===== src/source/fetch_pkg.sv =====
//////////////////////////////
// shared widths, types and host register map for the fetch front end
// two-slot fetch only; every size is a localparam here
//////////////////////////////
`default_nettype none

package fetch_pkg;

  //////////////////////////////
  // widths with a meaning
  //////////////////////////////
  typedef logic [63:0] pc_t;            // byte address of an instruction
  typedef logic [31:0] inst_t;          // one instruction
  typedef logic [63:0] mem_word_t;      // two instructions, slot 0 in the low half
  typedef logic [31:0] host_data_t;     // host bus data
  typedef logic [7:0]  host_addr_t;     // host word address
  typedef logic [5:0]  imem_addr_t;     // RAM word index
  typedef logic [31:0] bundle_count_t;  // delivered bundles

  // sizes
  localparam int unsigned FETCH_WIDTH = 2;   // slots per bundle
  localparam int unsigned IMEM_WORDS  = 64;  // RAM depth in 64-bit words

  //////////////////////////////
  // host register map
  //////////////////////////////
  localparam host_addr_t HOST_CTRL_ADDR    = 8'h00;  // bit 0 is run
  localparam host_addr_t HOST_BOOT_PC_ADDR = 8'h01;  // boot pc, zero-extended
  localparam host_addr_t HOST_COUNT_ADDR   = 8'h02;  // bundle count, read only
  localparam host_addr_t HOST_IMEM_BASE    = 8'h80;  // even = low half, odd = high half

  // fetch bus master states
  typedef enum logic
  {
    bus_idle,  // no read in flight
    bus_wait   // cyc and stb up, waiting for ack
  } bus_state_t;

endpackage

`default_nettype wire


===== src/source/fetch_stage.sv =====
//////////////////////////////
// fetch stage: pc register and two-slot bundle split
// pc must be 4-byte aligned; redirects come from outside
// outputs are combinational from pc and the held memory word
//////////////////////////////
`default_nettype none
`timescale 1ns/1ps

module fetch_stage
  import fetch_pkg::*;
(
  input  logic                         clock,
  input  logic                         reset,
  input  logic                         get_next_inst,  // consumer takes the bundle
  input  logic                         take_branch,    // redirect to branch_target
  input  pc_t                          branch_target,
  input  logic                         restart,        // one-cycle pulse from run rising
  input  pc_t                          boot_pc,
  input  mem_word_t                    imem_data,
  input  logic                         imem_valid,
  output pc_t                          fetch_addr,     // 8-byte aligned word address
  output pc_t   [FETCH_WIDTH-1:0]      if_pc,
  output pc_t   [FETCH_WIDTH-1:0]      if_npc,
  output inst_t [FETCH_WIDTH-1:0]      if_ir,
  output logic  [FETCH_WIDTH-1:0]      if_valid
);

  pc_t  pc_reg;     // pc of slot 0 of the current bundle
  pc_t  pc_plus;    // sequential next pc
  pc_t  next_pc;
  logic pc_enable;

  assign fetch_addr = {pc_reg[63:3], 3'b000};

  // an odd-slot pc only has one instruction left in its word
  assign pc_plus = pc_reg[2] ? (pc_reg + pc_t'(4)) : (pc_reg + pc_t'(FETCH_WIDTH * 4));

  //////////////////////////////
  // next pc selection
  //////////////////////////////
  always_comb
  begin
    if (restart)
      next_pc = boot_pc;        // run just went high
    else if (take_branch)
      next_pc = branch_target;  // redirect beats stall
    else
      next_pc = pc_plus;
  end

  assign pc_enable = restart || take_branch || (imem_valid && get_next_inst);

  always_ff @(posedge clock)
  begin
    if (reset)
      pc_reg <= '0;
    else if (pc_enable)
      pc_reg <= next_pc;
  end

  //////////////////////////////
  // bundle outputs
  //////////////////////////////
  assign if_ir[0] = imem_data[31:0];   // low half is slot 0
  assign if_ir[1] = imem_data[63:32];

  assign if_pc[0] = pc_reg;
  assign if_pc[1] = pc_reg + pc_t'(4);

  // slot 0 npc follows the reference convention
  assign if_npc[0] = pc_reg;
  assign if_npc[1] = pc_plus;

  assign if_valid[0] = imem_valid && !pc_reg[2];  // skipped when entering mid-word
  assign if_valid[1] = imem_valid;

  // control block only raises restart on a host write, branches come from the core
  redirect_exclusive: assert property (@(posedge clock) disable iff (reset)
    !(take_branch && restart))
    else $error("take_branch and restart high together");

endmodule

`default_nettype wire


===== src/source/imem_bus_master.sv =====
//////////////////////////////
// wishbone classic read master for fetch words
// holds one word tagged with its address and has no faults or retries
//////////////////////////////
`default_nettype none
`timescale 1ns/1ps

module imem_bus_master
  import fetch_pkg::*;
(
  input  logic       clock,
  input  logic       reset,
  input  logic       run,         // fetch enabled
  input  pc_t        fetch_addr,  // word wanted by the fetch stage
  input  mem_word_t  fetch_dat,
  input  logic       fetch_ack,
  output logic       fetch_cyc,
  output logic       fetch_stb,
  output imem_addr_t fetch_adr,
  output mem_word_t  imem_data,
  output logic       imem_valid
);

  bus_state_t state;
  pc_t        req_pc;      // address of the read in flight
  pc_t        held_tag;    // address the held word came from
  mem_word_t  held_data;
  logic       held_valid;
  logic       hit;

  assign hit        = held_valid && (held_tag == fetch_addr);
  assign imem_valid = run && hit;  // stale word after a redirect never passes
  assign imem_data  = held_data;

  // cyc and stb track the wait state, so they hold until ack
  assign fetch_cyc = (state == bus_wait);
  assign fetch_stb = (state == bus_wait);
  assign fetch_adr = req_pc[3 +: $bits(imem_addr_t)];

  //////////////////////////////
  // FSM
  //////////////////////////////
  always_ff @(posedge clock)
  begin
    if (reset)
    begin
      state      <= bus_idle;
      held_valid <= 1'b0;
    end
    else
    begin
      case (state)
        bus_idle:
        begin
          if (!run)
            held_valid <= 1'b0;  // ram may be reloaded while stopped
          else if (!hit)
            state <= bus_wait;
        end
        bus_wait:
        begin
          if (fetch_ack)
          begin
            state      <= bus_idle;
            held_valid <= run;
          end
        end
        default: state <= bus_idle;
      endcase
    end
  end

  // request address and returned word
  always_ff @(posedge clock)
  begin
    if (state == bus_idle && run && !hit)
      req_pc <= fetch_addr;
    if (state == bus_wait && fetch_ack)
    begin
      held_data <= fetch_dat;
      held_tag  <= req_pc;  // tag with what was asked, not the current pc
    end
  end

  // the RAM answers only an open strobe
  ack_in_cycle: assert property (@(posedge clock) disable iff (reset)
    fetch_ack |-> fetch_cyc && fetch_stb)
    else $error("fetch_ack without an open fetch cycle");

endmodule

`default_nettype wire


===== src/source/inst_ram.sv =====
//////////////////////////////
// 64-bit instruction RAM, wishbone classic read port
// one wait state on every read; host writes one 32-bit half per cycle
//////////////////////////////
`default_nettype none
`timescale 1ns/1ps

module inst_ram
  import fetch_pkg::*;
(
  input  logic       clock,
  input  logic       reset,
  input  logic       fetch_cyc,
  input  logic       fetch_stb,
  input  imem_addr_t fetch_adr,
  input  logic       ram_we,     // host write strobe
  input  imem_addr_t ram_adr,
  input  logic       ram_half,   // 1 = high half
  input  inst_t      ram_dat,
  output mem_word_t  fetch_dat,
  output logic       fetch_ack
);

  mem_word_t mem [IMEM_WORDS];
  logic      fetch_req;

  // first cycle of a strobe, the ack cycle itself does not count
  assign fetch_req = fetch_cyc && fetch_stb && !fetch_ack;

  //////////////////////////////
  // read port
  //////////////////////////////
  always_ff @(posedge clock)
  begin
    if (reset)
      fetch_ack <= 1'b0;
    else
      fetch_ack <= fetch_req;  // single-cycle ack
  end

  always_ff @(posedge clock)
  begin
    if (fetch_req)
      fetch_dat <= mem[fetch_adr];  // ready together with ack
  end

  // host write port
  always_ff @(posedge clock)
  begin
    if (ram_we)
    begin
      if (ram_half)
        mem[ram_adr][63:32] <= ram_dat;
      else
        mem[ram_adr][31:0] <= ram_dat;
    end
  end

endmodule

`default_nettype wire


===== src/source/fetch_control.sv =====
//////////////////////////////
// host register block for run, boot pc, bundle count and RAM loads
// every strobe is acked one cycle later and unmapped writes are dropped
// RAM words are write only from the host side
//////////////////////////////
`default_nettype none
`timescale 1ns/1ps

module fetch_control
  import fetch_pkg::*;
(
  input  logic                   clock,
  input  logic                   reset,
  input  logic                   host_cyc,
  input  logic                   host_stb,
  input  logic                   host_we,
  input  host_addr_t             host_adr,
  input  host_data_t             host_dat_w,
  input  logic [FETCH_WIDTH-1:0] if_valid,
  input  logic                   get_next_inst,
  output host_data_t             host_dat_r,
  output logic                   host_ack,
  output logic                   run,
  output logic                   restart,     // run rising edge
  output pc_t                    boot_pc,
  output logic                   ram_we,
  output imem_addr_t             ram_adr,
  output logic                   ram_half,
  output inst_t                  ram_dat
);

  host_data_t    boot_pc_reg;
  bundle_count_t bundle_count;
  host_addr_t    imem_off;   // offset into the RAM window
  logic          host_req;   // first cycle of a host strobe
  logic          ctrl_write;

  assign host_req   = host_cyc && host_stb && !host_ack;
  assign ctrl_write = host_req && host_we && (host_adr == HOST_CTRL_ADDR);
  assign boot_pc    = pc_t'(boot_pc_reg);  // zero-extend

  //////////////////////////////
  // RAM load routing
  //////////////////////////////
  assign imem_off = host_adr - HOST_IMEM_BASE;
  assign ram_we   = host_req && host_we && (host_adr >= HOST_IMEM_BASE);
  assign ram_adr  = imem_off[6:1];  // two host words per RAM word
  assign ram_half = imem_off[0];    // odd address is the high half
  assign ram_dat  = host_dat_w;

  // registers and ack
  always_ff @(posedge clock)
  begin
    if (reset)
    begin
      host_ack    <= 1'b0;
      run         <= 1'b0;
      restart     <= 1'b0;
      boot_pc_reg <= '0;
    end
    else
    begin
      host_ack <= host_req;
      restart  <= ctrl_write && host_dat_w[0] && !run;  // 0 -> 1 only
      if (ctrl_write)
        run <= host_dat_w[0];
      if (host_req && host_we && host_adr == HOST_BOOT_PC_ADDR)
        boot_pc_reg <= host_dat_w;
    end
  end

  // registered read mux so data arrives with ack
  always_ff @(posedge clock)
  begin
    if (host_req && !host_we)
    begin
      case (host_adr)
        HOST_CTRL_ADDR:    host_dat_r <= {31'b0, run};
        HOST_BOOT_PC_ADDR: host_dat_r <= boot_pc_reg;
        HOST_COUNT_ADDR:   host_dat_r <= bundle_count;
        default:           host_dat_r <= '0;
      endcase
    end
  end

  //////////////////////////////
  // bundle counter
  //////////////////////////////
  always_ff @(posedge clock)
  begin
    if (reset)
      bundle_count <= '0;
    else if (get_next_inst && |if_valid)
      bundle_count <= bundle_count + 1'b1;  // one per accepted bundle
  end

  // the host keeps its strobe up until the ack
  host_strobe_held: assert property (@(posedge clock) disable iff (reset)
    host_req |=> host_cyc && host_stb)
    else $error("host strobe dropped before host_ack");

endmodule

`default_nettype wire


===== src/source/fetch_top.sv =====
//////////////////////////////
// fetch front end top level
// host bus loads RAM and sets run before any fetch starts
//////////////////////////////
`default_nettype none
`timescale 1ns/1ps

module fetch_top
  import fetch_pkg::*;
(
  input  logic                   clock,
  input  logic                   reset,
  // host bus
  input  logic                   host_cyc,
  input  logic                   host_stb,
  input  logic                   host_we,
  input  host_addr_t             host_adr,
  input  host_data_t             host_dat_w,
  output host_data_t             host_dat_r,
  output logic                   host_ack,
  // core side
  input  logic                   get_next_inst,
  input  logic                   take_branch,
  input  pc_t                    branch_target,
  output pc_t   [FETCH_WIDTH-1:0] if_pc,
  output pc_t   [FETCH_WIDTH-1:0] if_npc,
  output inst_t [FETCH_WIDTH-1:0] if_ir,
  output logic  [FETCH_WIDTH-1:0] if_valid
);

  logic       run, restart;
  pc_t        boot_pc, fetch_addr;
  mem_word_t  imem_data, fetch_dat;
  logic       imem_valid;
  logic       fetch_cyc, fetch_stb, fetch_ack;
  imem_addr_t fetch_adr, ram_adr;
  logic       ram_we, ram_half;
  inst_t      ram_dat;

  fetch_stage u_fetch_stage (
    .clock, .reset, .get_next_inst, .take_branch, .branch_target,
    .restart, .boot_pc, .imem_data, .imem_valid,
    .fetch_addr, .if_pc, .if_npc, .if_ir, .if_valid
  );

  imem_bus_master u_imem_bus_master (
    .clock, .reset, .run, .fetch_addr, .fetch_dat, .fetch_ack,
    .fetch_cyc, .fetch_stb, .fetch_adr, .imem_data, .imem_valid
  );

  inst_ram u_inst_ram (
    .clock, .reset, .fetch_cyc, .fetch_stb, .fetch_adr,
    .ram_we, .ram_adr, .ram_half, .ram_dat, .fetch_dat, .fetch_ack
  );

  fetch_control u_fetch_control (
    .clock, .reset, .host_cyc, .host_stb, .host_we, .host_adr, .host_dat_w,
    .if_valid, .get_next_inst, .host_dat_r, .host_ack, .run, .restart,
    .boot_pc, .ram_we, .ram_adr, .ram_half, .ram_dat
  );

endmodule

`default_nettype wire


===== config.mk =====
export PLATFORM = sky130hd
export DESIGN_NAME = fetch_top
export DESIGN_NICKNAME = d
export VERILOG_FILES = /design/src/source/fetch_pkg.sv /design/src/source/fetch_stage.sv /design/src/source/imem_bus_master.sv /design/src/source/inst_ram.sv /design/src/source/fetch_control.sv /design/src/source/fetch_top.sv
export SDC_FILE = /design/constraint.sdc
export NUM_CORES = 2
export LEC_CHECK = 0
export BUFFER_PORTS_ARGS = -buffer_cell sky130_fd_sc_hd__buf_2
export CORE_MARGIN = 2
export CORE_UTILIZATION = 35
export CTS_CLUSTER_SIZE = 14
export DETAILED_ROUTE_END_ITERATION = 16
export GPL_TIMING_DRIVEN = 1
export PLACE_DENSITY = 0.58
export SYNTH_ARGS = -nofsm -noshare
export SYNTH_HDL_FRONTEND = slang
export SYNTH_HIERARCHICAL = 1
export SYNTH_SLANG_ARGS = --single-unit
export TNS_END_PERCENT = 1

===== constraint.sdc =====
create_clock -name clock -period 6.2 [get_ports clock]
set_input_delay 0.93 -clock clock [delete_from_list [all_inputs] [get_ports clock]]
set_output_delay 0.93 -clock clock [all_outputs]
set_load 0.02 [all_outputs]

==> impl_summary.md <==
Outcome
The flow ran to the end, and the final reports show no timing, DRC or antenna violations.

Finish
After filler insertion, the fill cell instance count of the layout stands at 44580. For this run, the post-layout net count is 9425. Leaving out fill and tap cells, the most frequent cell in the layout is sky130_fd_sc_hd__edfxtp_1. In the layout the commonest cells are sky130_fd_sc_hd__edfxtp_1, sky130_fd_sc_hd__mux4_2, sky130_fd_sc_hd__clkbuf_16, sky130_fd_sc_hd__buf_2, sky130_fd_sc_hd__buf_4. Relative to the synthesized area, the layout overhead comes to 13.9%.

The final cell area excluding filler cells is 202000 um2. In the final layout, the share of cells above drive strength 1 is 27.5%. The footprint of the multi-input gates is 39600 um2. Ranked by flip-flop count, first place goes to u_inst_ram/mem. Across the whole layout, storage elements account for 134000 um2.

The flip-flop count of the largest register, all copies and words added is 4096.

Power and ir drop
The cell leakage power is 63.4 nW. The power per standard cell area is 302 nW/um2. Per report_power, the sequential group accounts for 55.0% of the total. Cell internal power was estimated by the tool at 48.2 mW. In this run the power spent charging and discharging nets is 12.8 mW. Combinational cells account for 2.1% of the total power. The switching share of power is 21.0%. The proportion of power drawn by the clock network is 42.9%.

IR analysis of the VDD net gives a maximum drop of 0.000259 V.

Timing
Headroom to the max-slew limit came out at 4.87%. The final hold violation count was 0. Setup repair after global routing left no endpoint under its margin. The clock period could shrink to 5.51 ns. For the pin with the worst max-slew slack, the measured transition is 1.43 ns.

The setup-violating endpoint count in the final report is 0. Between clock sinks in the finished design, the worst skew comes to 0.106 ns. The maximum clock frequency is 182 MHz. The number of max-slew violations in the final report is 0. The worst path uses 88.8% of the clock period. The setup TNS after final layout is 0 ns.

Routing
The initial DRC count is 12324. The number of vias per cell after detailed routing is 5.65. The final layout contains routed wiring with a total length of 548000 um. The count of vias placed by the detailed router is 92846.

The mean routed wirelength per cell is 33.3 um. The first detailed-routing pass took 6 iterations. The number of nets with antenna violations after routing is 0.

For this run, design rule violations remaining after detail routing come to 0.

Global route
The global-route wire length before repair is 751000 um. The maximum number of pins on one net before global-route repair is 130. In the global route stage, overall resource usage came out at 20.8%. The via count of the first global-routing pass was 91608. Global routing finished with a remaining overflow of 0.

The initial antenna violation count is 86.

Floorplanning
The starting density of the core is 35.1%. The number of top-level design ports is 466. The total area inside the core boundary comes to 505000 um2.

The width of the chip is 716 um. The die outline area is 513000 um2. The die height is 716 um. The floorplan has 261 rows.

Synth
For this run, the number of Yosys warnings is 6. The sequential fraction of the synthesis area is 75.7%. The most used flip-flop cell after synthesis is sky130_fd_sc_hd__edfxtp_1. The fraction of registers with async set/reset is 0%. The number of distinct library cells after synthesis is 84. Synthesis inferred 4518 register bits. The number of enable-type register cells in the synthesized netlist is 4384. The summed instance area of the synthesized netlist is 178000 um2. Each instance of the synthesized netlist takes up on average 20.2 um2. The synthesized instance count is 8798.

Setup path
The element type at the critical path end is a primary output. On the critical path, the stage with the largest delay is an instance of sky130_fd_sc_hd__or3_1. The delay of the slowest cell on the worst path is 0.76 ns. Of all nets on the critical path, the largest fanout is 17. Data on the critical path is required at its endpoint by 5.27 ns. At the worst endpoint, the arrival time is 4.58 ns. The worst setup path category is flip-flop to primary output. The nature of the critical path startpoint is a flip-flop.

The signal on the critical path passes through ha_1 > nand3_2 > or3_1 > nor2_1 > buf_4 > nand4_1 > xnor2_1 > buf_2.

Placed design
The post-placement cell area is 188000 um2. The count of input and output buffers is 464. The routability-driven placement congestion ratio is 0.965. Detailed placement ended at an HPWL of 342000 um.

Clock network
The total clock buffers created by CTS is 444. Buffers added to address setup during post-CTS repair amount to 0. TritonCTS built the clock tree. The number of sinks handled by clock tree synthesis is 4518. After clock tree synthesis, the clock-pin slew on the worst setup and hold paths is 0.07 ns. The root buffer cell is sky130_fd_sc_hd__clkbuf_16. The H-tree was split into 5 levels. In this run, post-CTS hold repair placed 0 buffers.

The maximum clock insertion buffer count is 4. The clock network latency to the later pin of the worst-skew pair is 1.03 ns. The count of cells resized by post-cts repair is 0.

Min path
The type of the tightest min-delay check is primary input to flip-flop.

Flow run
The max capacitance violation total is 0.
[per-stage QoR]
step	instances	hold slack [ns]	setup slack, ns	util [%]	power, mW
after floorplan	8832	0.400	1.66	-	34.8
after global placement	15569	0.401	1.54	37.2	35.4
final	16438	0.216	0.691	40.0	61.0
after CTS	16379	0.145	0.774	40.0	61.4
after global routing	16404	0.233	0.590	40.0	62.6
after detailed placement	15569	0.405	1.60	37.2	35.5
[per-layer routing]
layer  track usage [%]  vias up  part of all wire, %
met4              8.50       30                  4.6
met1              27.5    49918                   38
li1                  -    37111                    -
met5                 0        -                0.034
met3              4.37      896                  9.4
met2              33.6     4891                   47
[final cells by class]
class / count / area share (%)
multi-input combinational: 3466 / 19.6
sequential: 4518 / 66.4
clock buffer: 545 / 5.76
tap: 6706 / 4.15
inverter: 52 / 0.0966
clock inverter: 265 / 1.12
antenna: 59 / 0.0730
timing repair buffer: 827 / 2.75
[Yosys cell counts, types with 93 or more instances]
cell	instances	share of area (%)
sky130_fd_sc_hd__mux4_2	1024	13
sky130_fd_sc_hd__nand2_1	293	0.62
sky130_fd_sc_hd__nor2_1	320	0.68
sky130_fd_sc_hd__xnor2_1	93	0.46
sky130_fd_sc_hd__nand4_1	135	0.48
sky130_fd_sc_hd__nand3_1	243	0.68
sky130_fd_sc_hd__dfxtp_1	134	1.5
sky130_fd_sc_hd__edfxtp_1	4384	74
sky130_fd_sc_hd__mux2i_1	189	1.1
sky130_fd_sc_hd__clkbuf_1	237	0.50
sky130_fd_sc_hd__xor2_1	98	0.48
sky130_fd_sc_hd__buf_4	344	1.5
sky130_fd_sc_hd__a22oi_1	161	0.68
sky130_fd_sc_hd__buf_2	148	0.42
[critical path: cells and delay by family, from the launching register on]
family	cells	cell delay, ns
simple gates	4	1.52
buf+inv	2	0.57
fa+ha+maj	1	0.45
xor+xnor	1	0.30
flops	1	0.71
[cell families (layout without fill, tap and decap cells)]
logic type | after synthesis | after routing | synth area share [%]
buffers and inverters | 848 | 1689 | 2.73
multiplexers | 1214 | 1214 | 14.1
adder cells (fa/ha/maj) | 5 | 5 | 0.0352
AO/OA/AOI/OAI | 704 | 704 | 2.83
flip-flops | 4518 | 4518 | 75.7
XOR/XNOR | 191 | 191 | 0.942
AND/OR/NAND/NOR | 1316 | 1316 | 3.75
other | 2 | 95 | 0.00423
[worst paths after layout]
path / slack [ns] / end / depth (start not counted) / from
worst max-delay path: 0.69 / if_pc[121] / 8 / u_fetch_stage/pc_reg[4]
worst min-delay path: 0.22 / u_fetch_stage/pc_reg[48] / 3 / branch_target[48]
worst max register to register: 1.32 / u_fetch_control/bundle_count[22] / 10 / u_fetch_stage/pc_reg[63]
worst min register to register: 0.41 / u_imem_bus_master/held_tag[19] / 0 / u_imem_bus_master/req_pc[19]
[power groups by stage]
| stage | Combinational (mW) | Sequential [mW] | Clock, mW |
|---|---|---|---|
| detailed placement | 1.29 | 34.2 | 0 |
| finish | 1.30 | 33.5 | 26.2 |
| CTS | 1.29 | 33.5 | 26.6 |
| global placement | 1.25 | 34.2 | 0 |
| floorplan | 0.602 | 34.2 | 0 |
| global route | 1.34 | 33.5 | 27.7 |
(Power assumes the default switching activity.)
